[src/hw/common_pkg.sv]
// Shared widths and slot encodings for the PET shared-memory bus
// Addresses are word addresses, one byte per word
// Slot encodings follow the order of the eight-slot frame
package common_pkg;

    localparam int WB_ADDR_WIDTH = 16;
    localparam int DATA_WIDTH    = 8;
    localparam int SLOT_WIDTH    = 3;

    // Frame order, four video, two CPU, two spi1
    localparam logic [SLOT_WIDTH-1:0] VIDEO_1 = 3'd0;
    localparam logic [SLOT_WIDTH-1:0] VIDEO_2 = 3'd1;
    localparam logic [SLOT_WIDTH-1:0] VIDEO_3 = 3'd2;
    localparam logic [SLOT_WIDTH-1:0] VIDEO_4 = 3'd3;
    localparam logic [SLOT_WIDTH-1:0] CPU_1   = 3'd4;
    localparam logic [SLOT_WIDTH-1:0] CPU_2   = 3'd5;
    localparam logic [SLOT_WIDTH-1:0] SPI_1   = 3'd6;
    localparam logic [SLOT_WIDTH-1:0] SPI_2   = 3'd7;

    localparam int RAM_ADDR_BITS_DEFAULT = 10;

    // Index 0 is video, index 1 is spi1
    localparam int CONTROLLER_COUNT = 2;

endpackage

[src/hw/arbiter.sv]
// Fixed eight-slot time-division arbiter for the shared RAM bus
// The slot advances on clk8_en_i, one pulse in every eight clocks
// Video owns four slots, spi1 two and the CPU two
// During CPU slots requests are masked and stalls held high
// cpu_grant_en_o pulses in the first cycle of CPU_1
module arbiter (
    input  logic                                 wb_clock_i,
    input  logic                                 rst_n_i,
    input  logic                                 clk8_en_i,

    // spi1 controller
    input  logic [common_pkg::WB_ADDR_WIDTH-1:0] spi1_addr_i,
    input  logic [common_pkg::DATA_WIDTH-1:0]    spi1_dout_i,
    output logic [common_pkg::DATA_WIDTH-1:0]    spi1_din_o,
    input  logic                                 spi1_we_i,
    input  logic                                 spi1_cycle_i,
    input  logic                                 spi1_strobe_i,
    output logic                                 spi1_stall_o,
    output logic                                 spi1_ack_o,

    // Video controller
    input  logic [common_pkg::WB_ADDR_WIDTH-1:0] video_addr_i,
    input  logic [common_pkg::DATA_WIDTH-1:0]    video_dout_i,
    output logic [common_pkg::DATA_WIDTH-1:0]    video_din_o,
    input  logic                                 video_we_i,
    input  logic                                 video_cycle_i,
    input  logic                                 video_strobe_i,
    output logic                                 video_stall_o,
    output logic                                 video_ack_o,

    // Shared bus
    output logic [common_pkg::WB_ADDR_WIDTH-1:0] wb_addr_o,
    output logic [common_pkg::DATA_WIDTH-1:0]    wb_dout_o,
    input  logic [common_pkg::DATA_WIDTH-1:0]    wb_din_i,
    output logic                                 wb_we_o,
    output logic                                 wb_cycle_o,
    output logic                                 wb_strobe_o,
    input  logic                                 wb_stall_i,
    input  logic                                 wb_ack_i,

    output logic                                 cpu_grant_en_o
);
    localparam int COUNT       = common_pkg::CONTROLLER_COUNT;
    localparam int GRANT_WIDTH = (COUNT > 1) ? $clog2(COUNT) : 1;

    logic [common_pkg::SLOT_WIDTH-1:0] slot;
    logic                              grant_valid;  // First cycle of a slot
    logic                              cpu_slot;
    logic [GRANT_WIDTH-1:0]            wbc_grant;
    logic [COUNT-1:0]                  wbc_stall;

    always_ff @(posedge wb_clock_i or negedge rst_n_i) begin
        if (!rst_n_i) begin
            slot        <= common_pkg::SPI_2;  // First enable moves to VIDEO_1
            grant_valid <= 1'b0;
        end else begin
            if (clk8_en_i) begin
                slot <= slot + 1'b1;
            end
            grant_valid <= clk8_en_i;
        end
    end

    // Slot ownership
    always_comb begin
        cpu_slot  = 1'b0;
        wbc_grant = GRANT_WIDTH'(0);
        case (slot)
            common_pkg::CPU_1, common_pkg::CPU_2: cpu_slot  = 1'b1;
            common_pkg::SPI_1, common_pkg::SPI_2: wbc_grant = GRANT_WIDTH'(1);
            default:                              wbc_grant = GRANT_WIDTH'(0);  // Video
        endcase
    end

    wb_demux #(
        .COUNT(COUNT)
    ) wb_demux_inst (
        .wb_clock_i       (wb_clock_i),
        .rst_n_i          (rst_n_i),
        .wbc_cycle_i      ({spi1_cycle_i, video_cycle_i}),
        .wbc_strobe_i     ({spi1_strobe_i, video_strobe_i} & {COUNT{!cpu_slot}}),
        .wbc_we_i         ({spi1_we_i, video_we_i}),
        .wbc_addr_i       ({spi1_addr_i, video_addr_i}),
        .wbc_dout_i       ({spi1_dout_i, video_dout_i}),
        .wbc_din_o        ({spi1_din_o, video_din_o}),
        .wbc_stall_o      (wbc_stall),
        .wbc_ack_o        ({spi1_ack_o, video_ack_o}),
        .wbc_grant_i      (wbc_grant),
        .wbc_grant_valid_i(grant_valid && !cpu_slot),  // No window in CPU slots
        .wb_addr_o        (wb_addr_o),
        .wb_dout_o        (wb_dout_o),
        .wb_din_i         (wb_din_i),
        .wb_we_o          (wb_we_o),
        .wb_cycle_o       (wb_cycle_o),
        .wb_strobe_o      (wb_strobe_o),
        .wb_stall_i       (wb_stall_i),
        .wb_ack_i         (wb_ack_i)
    );

    // Masked requests must also look stalled to their controller
    assign video_stall_o = wbc_stall[0] || cpu_slot;
    assign spi1_stall_o  = wbc_stall[1] || cpu_slot;

    assign cpu_grant_en_o = grant_valid && (slot == common_pkg::CPU_1);

endmodule

[src/hw/wb_demux.sv]
// Steers one of COUNT Wishbone pipelined controllers onto a shared bus
// A window opens on wbc_grant_valid_i for controller wbc_grant_i
// and closes on the first bus ack or the next grant-valid
// At most one transfer is passed per window
// wbc_grant_i must be below COUNT when wbc_grant_valid_i is high
// Controllers outside the window see stall high and ack low
module wb_demux #(
    parameter int COUNT = 2
) (
    input  logic                                          wb_clock_i,
    input  logic                                          rst_n_i,

    // Controller side, one lane per controller
    input  logic [COUNT-1:0]                              wbc_cycle_i,
    input  logic [COUNT-1:0]                              wbc_strobe_i,
    input  logic [COUNT-1:0]                              wbc_we_i,
    input  logic [COUNT*common_pkg::WB_ADDR_WIDTH-1:0]    wbc_addr_i,
    input  logic [COUNT*common_pkg::DATA_WIDTH-1:0]       wbc_dout_i,
    output logic [COUNT*common_pkg::DATA_WIDTH-1:0]       wbc_din_o,
    output logic [COUNT-1:0]                              wbc_stall_o,
    output logic [COUNT-1:0]                              wbc_ack_o,

    input  logic [((COUNT > 1) ? $clog2(COUNT) : 1)-1:0]  wbc_grant_i,
    input  logic                                          wbc_grant_valid_i,

    // Shared bus
    output logic [common_pkg::WB_ADDR_WIDTH-1:0]          wb_addr_o,
    output logic [common_pkg::DATA_WIDTH-1:0]             wb_dout_o,
    input  logic [common_pkg::DATA_WIDTH-1:0]             wb_din_i,
    output logic                                          wb_we_o,
    output logic                                          wb_cycle_o,
    output logic                                          wb_strobe_o,
    input  logic                                          wb_stall_i,
    input  logic                                          wb_ack_i
);
    localparam int GRANT_WIDTH = (COUNT > 1) ? $clog2(COUNT) : 1;
    localparam int AW = common_pkg::WB_ADDR_WIDTH;
    localparam int DW = common_pkg::DATA_WIDTH;

    logic [GRANT_WIDTH-1:0] sel;      // Controller owning the window
    logic                   open;     // Window open
    logic                   pending;  // Transfer accepted, ack not yet seen
    logic                   accept;

    assign accept = wb_strobe_o && !wb_stall_i;

    always_ff @(posedge wb_clock_i or negedge rst_n_i) begin
        if (!rst_n_i) begin
            sel     <= '0;
            open    <= 1'b0;
            pending <= 1'b0;
        end else begin
            if (wbc_grant_valid_i) begin
                sel  <= wbc_grant_i;
                open <= 1'b1;
            end else if (wb_ack_i) begin
                open <= 1'b0;  // One transfer per window
            end

            if (accept) begin
                pending <= 1'b1;
            end else if (wb_ack_i) begin
                pending <= 1'b0;
            end
        end
    end

    // Request fields of the selected lane go straight to the bus
    // The old window ends with the grant-valid cycle
    assign wb_addr_o   = wbc_addr_i[int'(sel)*AW +: AW];
    assign wb_dout_o   = wbc_dout_i[int'(sel)*DW +: DW];
    assign wb_we_o     = wbc_we_i[sel];
    assign wb_cycle_o  = open && wbc_cycle_i[sel];
    assign wb_strobe_o = open && !pending && !wbc_grant_valid_i
                         && wbc_cycle_i[sel] && wbc_strobe_i[sel];

    always_comb begin
        wbc_stall_o = '1;
        wbc_ack_o   = '0;
        wbc_din_o   = '0;
        if (open) begin
            wbc_stall_o[sel]                = pending || wbc_grant_valid_i || wb_stall_i;
            wbc_ack_o[sel]                  = wb_ack_i;
            wbc_din_o[int'(sel)*DW +: DW]   = wb_din_i;
        end
    end

endmodule

[config.mk]
export PLATFORM = sky130hd
export DESIGN_NAME = arbiter
export DESIGN_NICKNAME = d
export VERILOG_FILES = /design/src/hw/common_pkg.sv /design/src/hw/arbiter.sv /design/src/hw/wb_demux.sv
export SDC_FILE = /design/constraint.sdc
export NUM_CORES = 1
export LEC_CHECK = 0
export BUFFER_PORTS_ARGS = -buffer_cell sky130_fd_sc_hd__clkbuf_2
export CAP_MARGIN = 20
export CORE_MARGIN = 2
export CORE_UTILIZATION = 34
export CTS_CLUSTER_SIZE = 40
export DETAILED_ROUTE_END_ITERATION = 7
export PLACE_DENSITY = 0.83
export SLEW_MARGIN = 10
export SYNTH_ARGS = -nofsm -noshare
export SYNTH_HDL_FRONTEND = slang
export SYNTH_SLANG_ARGS = --single-unit
[constraint.sdc]
create_clock -name wb_clock_i -period 2.69 [get_ports wb_clock_i]
set_input_delay 0.269 -clock wb_clock_i [delete_from_list [all_inputs] [get_ports wb_clock_i]]
set_output_delay 0.269 -clock wb_clock_i [all_outputs]
set_load 0.03 [all_outputs]
* Yosys cells after proc, flatten, opt, wreduce, memory -nomap -nowiden
Cells that the tools add are included.
Word-level totals: register bits after elaboration 7, memory bits (writable) 0, memories kept 0, bits in read-only memories 0, input port bits 67, output and inout port bits 48, bits in latches 0, logic and storage cells 59
Cells by class: div/mod/pow operators 0, mux-type cells 16, $add $sub $neg 2, equality and inequality tests 4, shift operators 4, multiply operators 0, bitwise gates (word level) 5, $lt $le $gt $ge 2, reduce and logical (&&, ||, !) cells 21
Operator list (number):
- $neg A4 Y33 | 1
- $shift A8 B33 Y16 const A | 1
- $shiftx A8 B33 Y16 | 1
- $shiftx A32 B6 Y16 | 1
- $and A16 B16 Y16 | 1
- $mux W16 | 1
- $shiftx A16 B5 Y8 | 1
- $eq A3 B3 Y1 const B | 4
- $mux W1 | 12
- $logic_and A1 B1 Y1 | 9
- $and A2 B2 Y2 | 2
- $logic_not A1 Y1 | 4
- $logic_or A1 B1 Y1 | 4
- $mux W2 | 2
- $reduce_bool A2 Y1 | 2
- $reduce_or A2 Y1 | 2
- $add A3 B1 Y3 const B | 1
- $lt A1 B2 Y1 const B | 1
- $not A2 Y2 | 1
- $or A2 B2 Y2 | 1
- $demux W1 S1 | 1
- $ge A1 B1 Y1 const B | 1

* Longest topological paths before layout
Gate-level depths: netlist of the first run.
depth after elaboration 11, depth in mapped cells 5

* Hierarchy
Synthesis of the first run repeated with hierarchy kept, for this count alone.
Second synthesis, totals: cells, all modules 88, area, all modules 947.2 um2
Modules (own cells, without submodules):
- wb_demux | sequential area each 75.1 um2, area an instance 685.7 um2, cells an instance 65, times used 1
- arbiter | sequential area each 103.8 um2, area an instance 261.5 um2, cells an instance 23, times used 1

* Worst setup path after synthesis of the first run
OpenSTA, ideal clock, no wires.
path type register to output, start reg slot[0] in the netlist's numbering, end out spi1_stall_o, path buffers 0, setup slack 0.927 ns, cell stages (with the launch flop) 6, arrival time 1.494 ns, required time 2.421 ns, cells stage by stage dfstp_2 inv_1 ha_1 o21a_1 nor4_4 nand3_1
On the way: longest elaborated chain between the ends 10, elaborated cells between the ends (all ways) 11, those cells by class eq/ne (2); mux (2); bitwise (1); reduce/logical (6)
RTL lines:
- from (decl) | RTL line arbiter.sv:46 | logic [common_pkg::SLOT_WIDTH-1:0] slot;
- from (signal assigned) | RTL line arbiter.sv:54 | slot <= common_pkg::SPI_2;
- from (signal assigned) | RTL line arbiter.sv:58 | slot <= slot + 1'b1;
- $eq A3 B3 Y1 | RTL line arbiter.sv:68 | case (slot)
- $reduce_or A2 Y1 * | RTL line arbiter.sv:68
- $mux W1 * | RTL line arbiter.sv:68
- $logic_not A1 Y1 | RTL line arbiter.sv:89 | .wbc_grant_valid_i(grant_valid && !cpu_slot),
- $logic_and A1 B1 Y1 | RTL line arbiter.sv:89
- $logic_or A1 B1 Y1 (2 in series) | RTL line wb_demux.sv:82 | wbc_stall_o[sel] = pending || wbc_grant_valid_i || wb_stall_i;
- $or A2 B2 Y2 (no source line)
- $mux W2 | RTL line wb_demux.sv:81 | if (open) begin
- $logic_or A1 B1 Y1 * | RTL line arbiter.sv:102 | assign spi1_stall_o = wbc_stall[1] || cpu_slot;
- to (decl) | RTL line arbiter.sv:18 | output logic spi1_stall_o,
Every way passes the cells marked *; elsewhere a longest branch is shown, timed or not.

* Worst setup path in the final report of the first run
Same ends and word-level chain as after synthesis.

==> flow_summary.ini, run 1 <==
[outcome]
status = finished clean

[sta]
setup_ws_ns = 0.5822
hold_viol = 0
skew_ns = 0.005373
drv_slew = 0
period_needed_ns = 2.108
max_freq_ghz = 0.4744
relSlewSlack_pct = 75.31
setup-tns-final_ns = 0
setup_viol_count_final = 0
rsz0062_at_grt = no
layout_worst_path_cycle_share_pct = 78.36
worst_slew_pin_slew_ns = 0.3703

[placement]
preCtsSetupSlack_ns = 0.8461
gp_congestion = 0.7874
portBuffers = 114
dp_hpwl_um = 2508

[job]
max_cap_viol_count = 0

[synth]
yosys_warnings = 0
synth_seq_cells = 7
syn_avg_cell_area_sq_um = 9.895
postSynthCellCount = 87
netlist.area_leader.share_pct = 34.01
yosys-top-cells-area = mux2_2, dfrtp_1, dfstp_2
synth.yosys.seq_area_share_pct = 20.78
yosysTopAreaCell = mux2_2
synth_area_sq_um = 860.8
yosysUniqueCellTypes = 28
syn_nets = 159

[clock_network]
cts_setup_buffers = 0
hold_buffers = 1
clkSlewWorstSetupHoldPaths_ns = 0.05
cts_tree = built
cts_sinks = 7
cts_max_path_buffers = 2
h-tree-depth = 1
cts_resized = 0
cts-buffers-inserted = 3
clockRootBuffer = clkbuf_4
clk-insertion-delay-late_ns = 0.25

[floorplan]
die_h_um = 54.32
ios = 115
die_area_sq_mm = 0.002950
die_x_um = 54.32
fp.coreArea_sq_mm = 0.002432
rows = 18
initial_core_util_pct = 35.39

[final_layout]
drive_gt1_share_pct = 74.88
fill_cells = 218
final_common_cell = clkbuf_2
diodes = 0
synthToLayoutAreaGrowth_pct = 72.53
nets = 276
final_cell_mix = clkbuf_2, mux2_2, and3_1, and2_1, ha_1

[worst_setup_path]
crit_arrival_ns = 1.84
cpPeakStageDelay_ns = 0.56
start_kind = flip-flop
crit_type = reg2out
crit_chain = inv_1 -> ha_1 -> o21a_1 -> nor4_4 -> nand3_1 -> clkbuf_2
path_max_fanout = 4
worstPathRequired_ns = 2.42
crit_buf_inv = 2
cp-end-kind = output port
slowest_stage = dfstp_2
crit_family = flip-flops

[power_and_ir_drop]
pwr-share-seq_pct = 14.5
power_switching_share_pct = 55.58
p_int_uw = 664.5
power.total_uw = 1496
power.leakage_uw = 0.0008828
combinationalPowerShare_pct = 79.2
p_clk_share_pct = 6.3
switchingPower_uw = 831.4
p_per_area_mw_per_mm2 = 1007
vdd_drop_max_v = 0.0006204

[routing]
post_drt_via_cell_ratio = 4.803
route.detailed.wl_per_inst_um = 12.48
drt_pass1_iterations = 4
route.detailed.drc = 0
wl_um = 2908
ant_nets = 0
num_vias = 1119
drt-initial-drc-count = 13

[grt]
first_global_vias = 933
grtUsageTotal_pct = 17.60
antenna_found_initial = 0
grt_first_pass_wirelength_um = 3939
grt_max_degree = 22
grt_overflow = 0

[worst_hold_path]
min_path_type = in2reg
## metal layers
layer / vias to the layer above / track usage, % / wire [um] / share of wire [%]
met5: - / 0 / 0 / 0
met4: 0 / 1.667 / 12 / 0.41
met3: 2 / 4.918 / 269 / 9.3
met2: 45 / 33.94 / 1579 / 54
met1: 525 / 19.54 / 1047 / 36
li1: 547 / - / - / -
## worst paths after layout
check | start | end | slack, ns | cells after the start
max reg2reg | slot[0]$_DFFE_PN1P_ | wb_demux_inst.pending$_DFFE_PN0P_ | 1.15 | 5
min | clk8_en_i | grant_valid$_DFF_PN0_ | 0.20 | 1
max in group asynchronous | rst_n_i | slot[0]$_DFFE_PN1P_ | 2.06 | 2
min reg2reg | slot[0]$_DFFE_PN1P_ | slot[0]$_DFFE_PN1P_ | 0.55 | 1
min in group asynchronous | rst_n_i | wb_demux_inst.pending$_DFFE_PN0P_ | 0.39 | 2
max | slot[0]$_DFFE_PN1P_ | spi1_stall_o | 0.58 | 6
## registers in the layout, indices dropped and copies added (netlist names)
register,cells
wb_demux_inst.sel,1
wb_demux_inst.pending,1
wb_demux_inst.open,1
grant_valid,1
slot,3
## cell type report
cell class	instances	area, sq um	area share (%)
multi-input cells	71	631.9	42.54
clock buffers	4	26.28	1.769
inverters	4	15.01	1.011
well taps	30	37.54	2.527
flip-flops and latches	7	178.9	12.05
repair buffers	117	595.6	40.10
## worst register-to-register path, cell delays in order (launching register included)
cell and delay, ns:
dfstp_2 0.56, inv_1 0.07, ha_1 0.23, o21a_1 0.23, nor4_4 0.20, a32o_1 0.20
## per-stage QoR
stage | area (sq um) | util, % | hold WS (ns) | cells
3_3_place_gp | 1449 | 59.57 | 0.1138 | 228
5_1_grt | 1485 | 61.06 | 0.1970 | 233
6_report | 1485 | 61.06 | 0.2018 | 233
3_5_place_dp | 1449 | 59.57 | 0.1165 | 228
4_1_cts | 1485 | 61.06 | 0.1928 | 233
2_1_floorplan | 860.8 | - | -0.02659 | 87
## cells in the mapped netlist
cell type and instances:
buf_2 1, o31ai_1 1, dfrtp_1 4, buf_4 2, and3_2 1, mux2_2 26, xor2_1 1, o21ai_2 1
a32o_1 1, o21ai_0 2, nor4_4 1, nand2_1 3, nor2b_4 1, nand3_1 2, buf_6 1, mux2i_1 1
and2_1 9, dfstp_2 3, and3_1 10, a22o_1 1, nor3_1 1, inv_1 4, a21oi_1 1, clkbuf_1 1
o21a_1 1, nor2b_1 1, a31oi_1 1, ha_1 5
## cell families (layout without fill, tap and decap cells)
logic type / after synthesis / after routing / share of synthesized area, %
AO/OA/AOI/OAI: 9 / 9 / 7.414
XOR/XNOR: 1 / 1 / 1.018
adder cells (fa/ha/maj): 5 / 5 / 7.267
buffers and inverters: 9 / 125 / 5.812
flip-flops: 7 / 7 / 20.79
multiplexers: 27 / 27 / 35.17
AND/OR/NAND/NOR: 29 / 29 / 22.53
## power by group through the flow
stage | sequential (uW) | combinational, uW | clock [uW]
6_report | 217 | 1180 | 94.3
2_1_floorplan | 202 | 921 | 0
5_1_grt | 228 | 1270 | 107
4_1_cts | 218 | 1190 | 101
3_3_place_gp | 215 | 1170 | 0
3_5_place_dp | 218 | 1190 | 0
(Power assumes the default switching activity.)
==> run 2: changes to the inputs <==
CORE_UTILIZATION = 28   (was 34)
PLACE_DENSITY = 0.72   (was 0.83)
clock period = 1.8 ns   (was 2.69 ns; I/O delays follow)
==> flow_summary.ini, run 2 (synthesis gave the netlist of run 1 again) <==
[worst_setup_path]
crit_arrival_ns = 1.70
path_max_fanout = 3
worstPathRequired_ns = 1.62
cp-end-kind = output port
slowest_stage = dfstp_2
crit_chain = inv_4 -> ha_4 -> o21a_1 -> nor4_4 -> nand3_1 -> clkbuf_8
start_kind = flip-flop
crit_type = reg2out
cpPeakStageDelay_ns = 0.55

[sta]
max_freq_ghz = 0.5324
rsz0062_at_grt = yes
setup_ws_ns = -0.07835
relSlewSlack_pct = 83.16
worst_slew_pin_slew_ns = 0.2508
skew_ns = 0.00007522
hold_viol = 0
layout_worst_path_cycle_share_pct = 104.4
setup_viol_count_final = 3
period_needed_ns = 1.878
drv_slew = 0

[floorplan]
die_h_um = 59.45
fp.coreArea_sq_mm = 0.002978
rows = 20
die_area_sq_mm = 0.003534
initial_core_util_pct = 28.91
ios = 115
die_x_um = 59.45

[final_layout]
seqCellArea_sq_um = 178.9
largest_reg_flops = 3
diodes = 0
synthToLayoutAreaGrowth_pct = 86.19
regMostFlops = slot
final_cell_mix = clkbuf_2, mux2_2, and3_1, buf_4, and2_1
multi_input_area_sq_um = 656.9
drive_gt1_share_pct = 77.73
fill_cells = 283
nets = 284
final_common_cell = clkbuf_2
final_util_pct = 53.82
stdcell_area_sq_mm = 0.001603

[grt]
grtUsageTotal_pct = 15.32
grt_overflow = 0
antenna_found_initial = 0
grt_first_pass_wirelength_um = 4153
grt_max_degree = 21
first_global_vias = 988

[routing]
route.detailed.wl_per_inst_um = 12.09
wl_um = 2951
drt-initial-drc-count = 21
route.detailed.drc = 0
ant_nets = 0
drt_pass1_iterations = 4
num_vias = 1119
post_drt_via_cell_ratio = 4.586

[placement]
portBuffers = 114
dp_hpwl_um = 2453
place_area_sq_mm = 0.001468
preCtsSetupSlack_ns = 0.08028
gp_congestion = 0.7419

[clock_network]
clockRootBuffer = clkbuf_4
h-tree-depth = 1
cts_sinks = 7
cts_tree = built
clkSlewWorstSetupHoldPaths_ns = 0.05
clk-insertion-delay-late_ns = 0.25
cts-buffers-inserted = 3
cts_max_path_buffers = 2

[outcome]
failed_checks = negative setup slack
status = complete, but fails checks

[worst_hold_path]
min_path_type = in2reg

[job]
max_cap_viol_count = 0

[power_and_ir_drop]
power.leakage_uw = 0.0009314
p_per_area_mw_per_mm2 = 1504
vdd_drop_max_v = 0.0007487
## run 2: changes by cell type in the layout (fill, tap and decap cells not counted), sizes merged
cell	change
buf	+8
## run 2: metrics by stage
| stage | cells | hold WS, ns | total power (uW) | setup TNS [ns] |
|---|---|---|---|---|
| 6_report | 244 | 0.1148 | 2410 | -0.1954 |
| 5_1_grt | 244 | 0.1018 | 2583 | -0.5105 |
| 4_1_cts | 243 | 0.1059 | 2433 | -0.3264 |
| 3_5_place_dp | 233 | 0.02352 | 2137 | 0 |
| 3_3_place_gp | 233 | 0.02191 | 2113 | 0 |
| 2_1_floorplan | 87 | -0.1156 | 1678 | 0 |
## run 2: layer usage
metal	global-route usage, %	part of all wire, %	vias to the layer above
li1	-	-	567
met1	16.87	38	511
met2	29.51	56	41
met3	3.275	5.7	0
met4	3.247	0	0
met5	0	0	-
## run 2: area by class of cell
type	instances	share of cell area [%]
multi-input combinational	71	40.98
inverter	4	1.093
timing repair buffer	125	42.54
tap	33	2.576
clock buffer	4	1.639
sequential	7	11.16
## run 2: repair_timing
item | 4_1_cts | 5_1_grt
pin swaps | 6 | 1
hold buffers | 1 | 0
hold endpoints to repair | 7 | 0
endpoints found under the setup margin | 3 | 3
resized for setup | 13 | 0
setup buffers | 5 | 1
## run 2: critical path: cells and delay by family (launching register included)
kind | cells | cell delay [ns]
flip-flops | 1 | 0.55
AND/OR/NAND/NOR | 2 | 0.30
buffers and inverters | 2 | 0.23
AO/OA/AOI/OAI | 1 | 0.21
adder cells (fa/ha/maj) | 1 | 0.15
## run 2: report_power, final
group,internal [uW],switching (uW),total [uW]
clock network,84.4,54.7,139
registers,244,51.4,295
logic,793,1180,1980
## run 2: final timing paths
check                                                        from                                end  slack [ns]  cells after the start
worst max-delay path                          slot[1]$_DFFE_PN1P_                       spi1_stall_o       -0.08                      6
worst min register to register  wb_demux_inst.pending$_DFFE_PN0P_  wb_demux_inst.pending$_DFFE_PN0P_        0.58                      1
worst min-delay path                                    clk8_en_i              grant_valid$_DFF_PN0_        0.11                      1
max in group asynchronous                                 rst_n_i                slot[0]$_DFFE_PN1P_        1.26                      2
worst max register to register                slot[0]$_DFFE_PN1P_  wb_demux_inst.pending$_DFFE_PN0P_        0.17                      7
min in group asynchronous                                 rst_n_i              grant_valid$_DFF_PN0_        0.31                      2
==> run 3: changes to the inputs <==
CORE_MARGIN = 1.5   (was 2)
==> flow_summary.ini, run 3 (synthesis gave the netlist of run 1 again) <==
[sta]
drv_slew = 0
setup_ws_ns = -0.1034
period_needed_ns = 1.903
hold_viol = 0
relSlewSlack_pct = 81.23
rsz0062_at_grt = yes
skew_ns = 0.001390
setup_viol_count_final = 3
max_freq_ghz = 0.5254
worst_slew_pin_slew_ns = 0.2815
setup-tns-final_ns = -0.2573
layout_worst_path_cycle_share_pct = 105.7

[grt]
first_global_vias = 999
antenna_found_initial = 0
grt_max_degree = 27
grtUsageMet3_pct = 2.857
grt_util_met2_pct = 31.14
grt_util_met1_pct = 17.73
grt_first_pass_wirelength_um = 4312
grt_busiest_layer = met2
grt_overflow = 0
grtUsageTotal_pct = 16.09

[final_layout]
nets = 283
final_cell_mix = clkbuf_2, mux2_2, and3_1, and2_1, buf_4
fill_cells = 265
final_common_cell = clkbuf_2
final_util_pct = 56.61
fin_cells = 241
largest_reg_flops = 3
diodes = 0
drive_gt1_share_pct = 78.10
regMostFlops = slot
synthToLayoutAreaGrowth_pct = 86.05

[worst_setup_path]
start_kind = flip-flop
crit_type = reg2out
worstPathRequired_ns = 1.62
path_max_fanout = 3
crit_arrival_ns = 1.72
cp-end-kind = output port

[power_and_ir_drop]
combinationalPowerShare_pct = 81.7
p_clk_share_pct = 6.2
power_switching_share_pct = 53.47
vdd_drop_max_v = 0.0008159
power.total_uw = 2442
power.leakage_uw = 0.0009288
switchingPower_uw = 1306
p_int_uw = 1136
p_per_area_mw_per_mm2 = 1525
pwr-share-seq_pct = 12.1

[floorplan]
rows = 19
die_area_sq_mm = 0.003416
die_h_um = 58.45
die_x_um = 58.45
fp.coreArea_sq_mm = 0.002829
initial_core_util_pct = 30.43
ios = 115

[clock_network]
cts_tree = built
clk-insertion-delay-late_ns = 0.26
h-tree-depth = 1
cts_max_path_buffers = 2
cts_sinks = 7
clkSlewWorstSetupHoldPaths_ns = 0.06
cts-buffers-inserted = 3
clockRootBuffer = clkbuf_4

[routing]
route.detailed.drc = 0
drt-initial-drc-count = 21
post_drt_via_cell_ratio = 4.519
ant_nets = 0
drt_pass1_iterations = 2
wl_um = 2995
num_vias = 1089
route.detailed.wl_per_inst_um = 12.43

[job]
max_cap_viol_count = 0

[placement]
gp_congestion = 0.7288
dp.cells = 231
portBuffers = 114
dp_hpwl_um = 2428

[worst_hold_path]
min_path_type = in2reg

[outcome]
status = complete, but fails checks
failed_checks = negative setup slack
run 3: cell types whose count changed in the layout (fill, tap and decap cells not counted):
| cell | previous run | this run |
|---|---|---|
| clkbuf_8 | 3 | 2 |
| buf_8 | 0 | 1 |
| o21a_1 | 1 | 0 |
| buf_4 | 10 | 9 |
| o21a_4 | 0 | 1 |
run 3: power groups by stage:
stage / sequential, uW / clock, uW / combinational [uW]
2_1_floorplan: 302 / 0 / 1380
3_3_place_gp: 288 / 0 / 1830
3_5_place_dp: 291 / 0 / 1840
4_1_cts: 293 / 158 / 1940
5_1_grt: 308 / 171 / 2140
6_report: 297 / 151 / 1990
run 3: what timing repair did:
action	in CTS	in global routing
setup buffers	3	2
pin swaps	7	5
hold buffers	1	0
gates resized for setup	13	2
setup endpoints to repair	3	3
hold endpoints to repair	7	0
run 3: stage by stage:
stage	hold WS, ns	worst slack (ns)	area, sq um
floorplan	-0.1156	0.1263	860.8
global placement	0.02213	0.1178	1465
detailed placement	0.02662	0.07242	1465
CTS	0.1032	-0.1772	1578
global route	0.1074	-0.2134	1602
finish	0.1028	-0.1034	1602
run 3: worst max-delay path: stages, from the launching register on:
cell	delay [ns]
dfstp_2	0.56
inv_4	0.06
ha_4	0.15
o21a_4	0.22
nor4_4	0.18
nand3_1	0.12
clkbuf_8	0.18
run 3: final timing paths:
path / start / endpoint / slack (ns) / cells after the start
min: clk8_en_i / grant_valid$_DFF_PN0_ / 0.10 / 1
max reg2reg: slot[1]$_DFFE_PN1P_ / wb_demux_inst.pending$_DFFE_PN0P_ / 0.19 / 7
min reg2reg: slot[1]$_DFFE_PN1P_ / slot[1]$_DFFE_PN1P_ / 0.58 / 2
min in group asynchronous: rst_n_i / grant_valid$_DFF_PN0_ / 0.29 / 2
max in group asynchronous: rst_n_i / slot[0]$_DFFE_PN1P_ / 1.27 / 2
max: slot[1]$_DFFE_PN1P_ / spi1_stall_o / -0.10 / 6
run 3: per-layer routing:
| metal | up-vias | wire length, um |
|---|---|---|
| li1 | 561 | - |
| met5 | - | 0 |
| met3 | 2 | 237 |
| met4 | 0 | 14 |
| met2 | 47 | 1630 |
| met1 | 479 | 1112 |
run 3: area by class of cell:
type	instances	area, sq um	share of cell area [%]
repair buffers	124	675.6	42.19
multi-input cells	71	664.4	41.48
flip-flops and latches	7	178.9	11.17
well taps	31	38.79	2.422
clock buffers	4	26.28	1.641
inverters	4	17.52	1.094
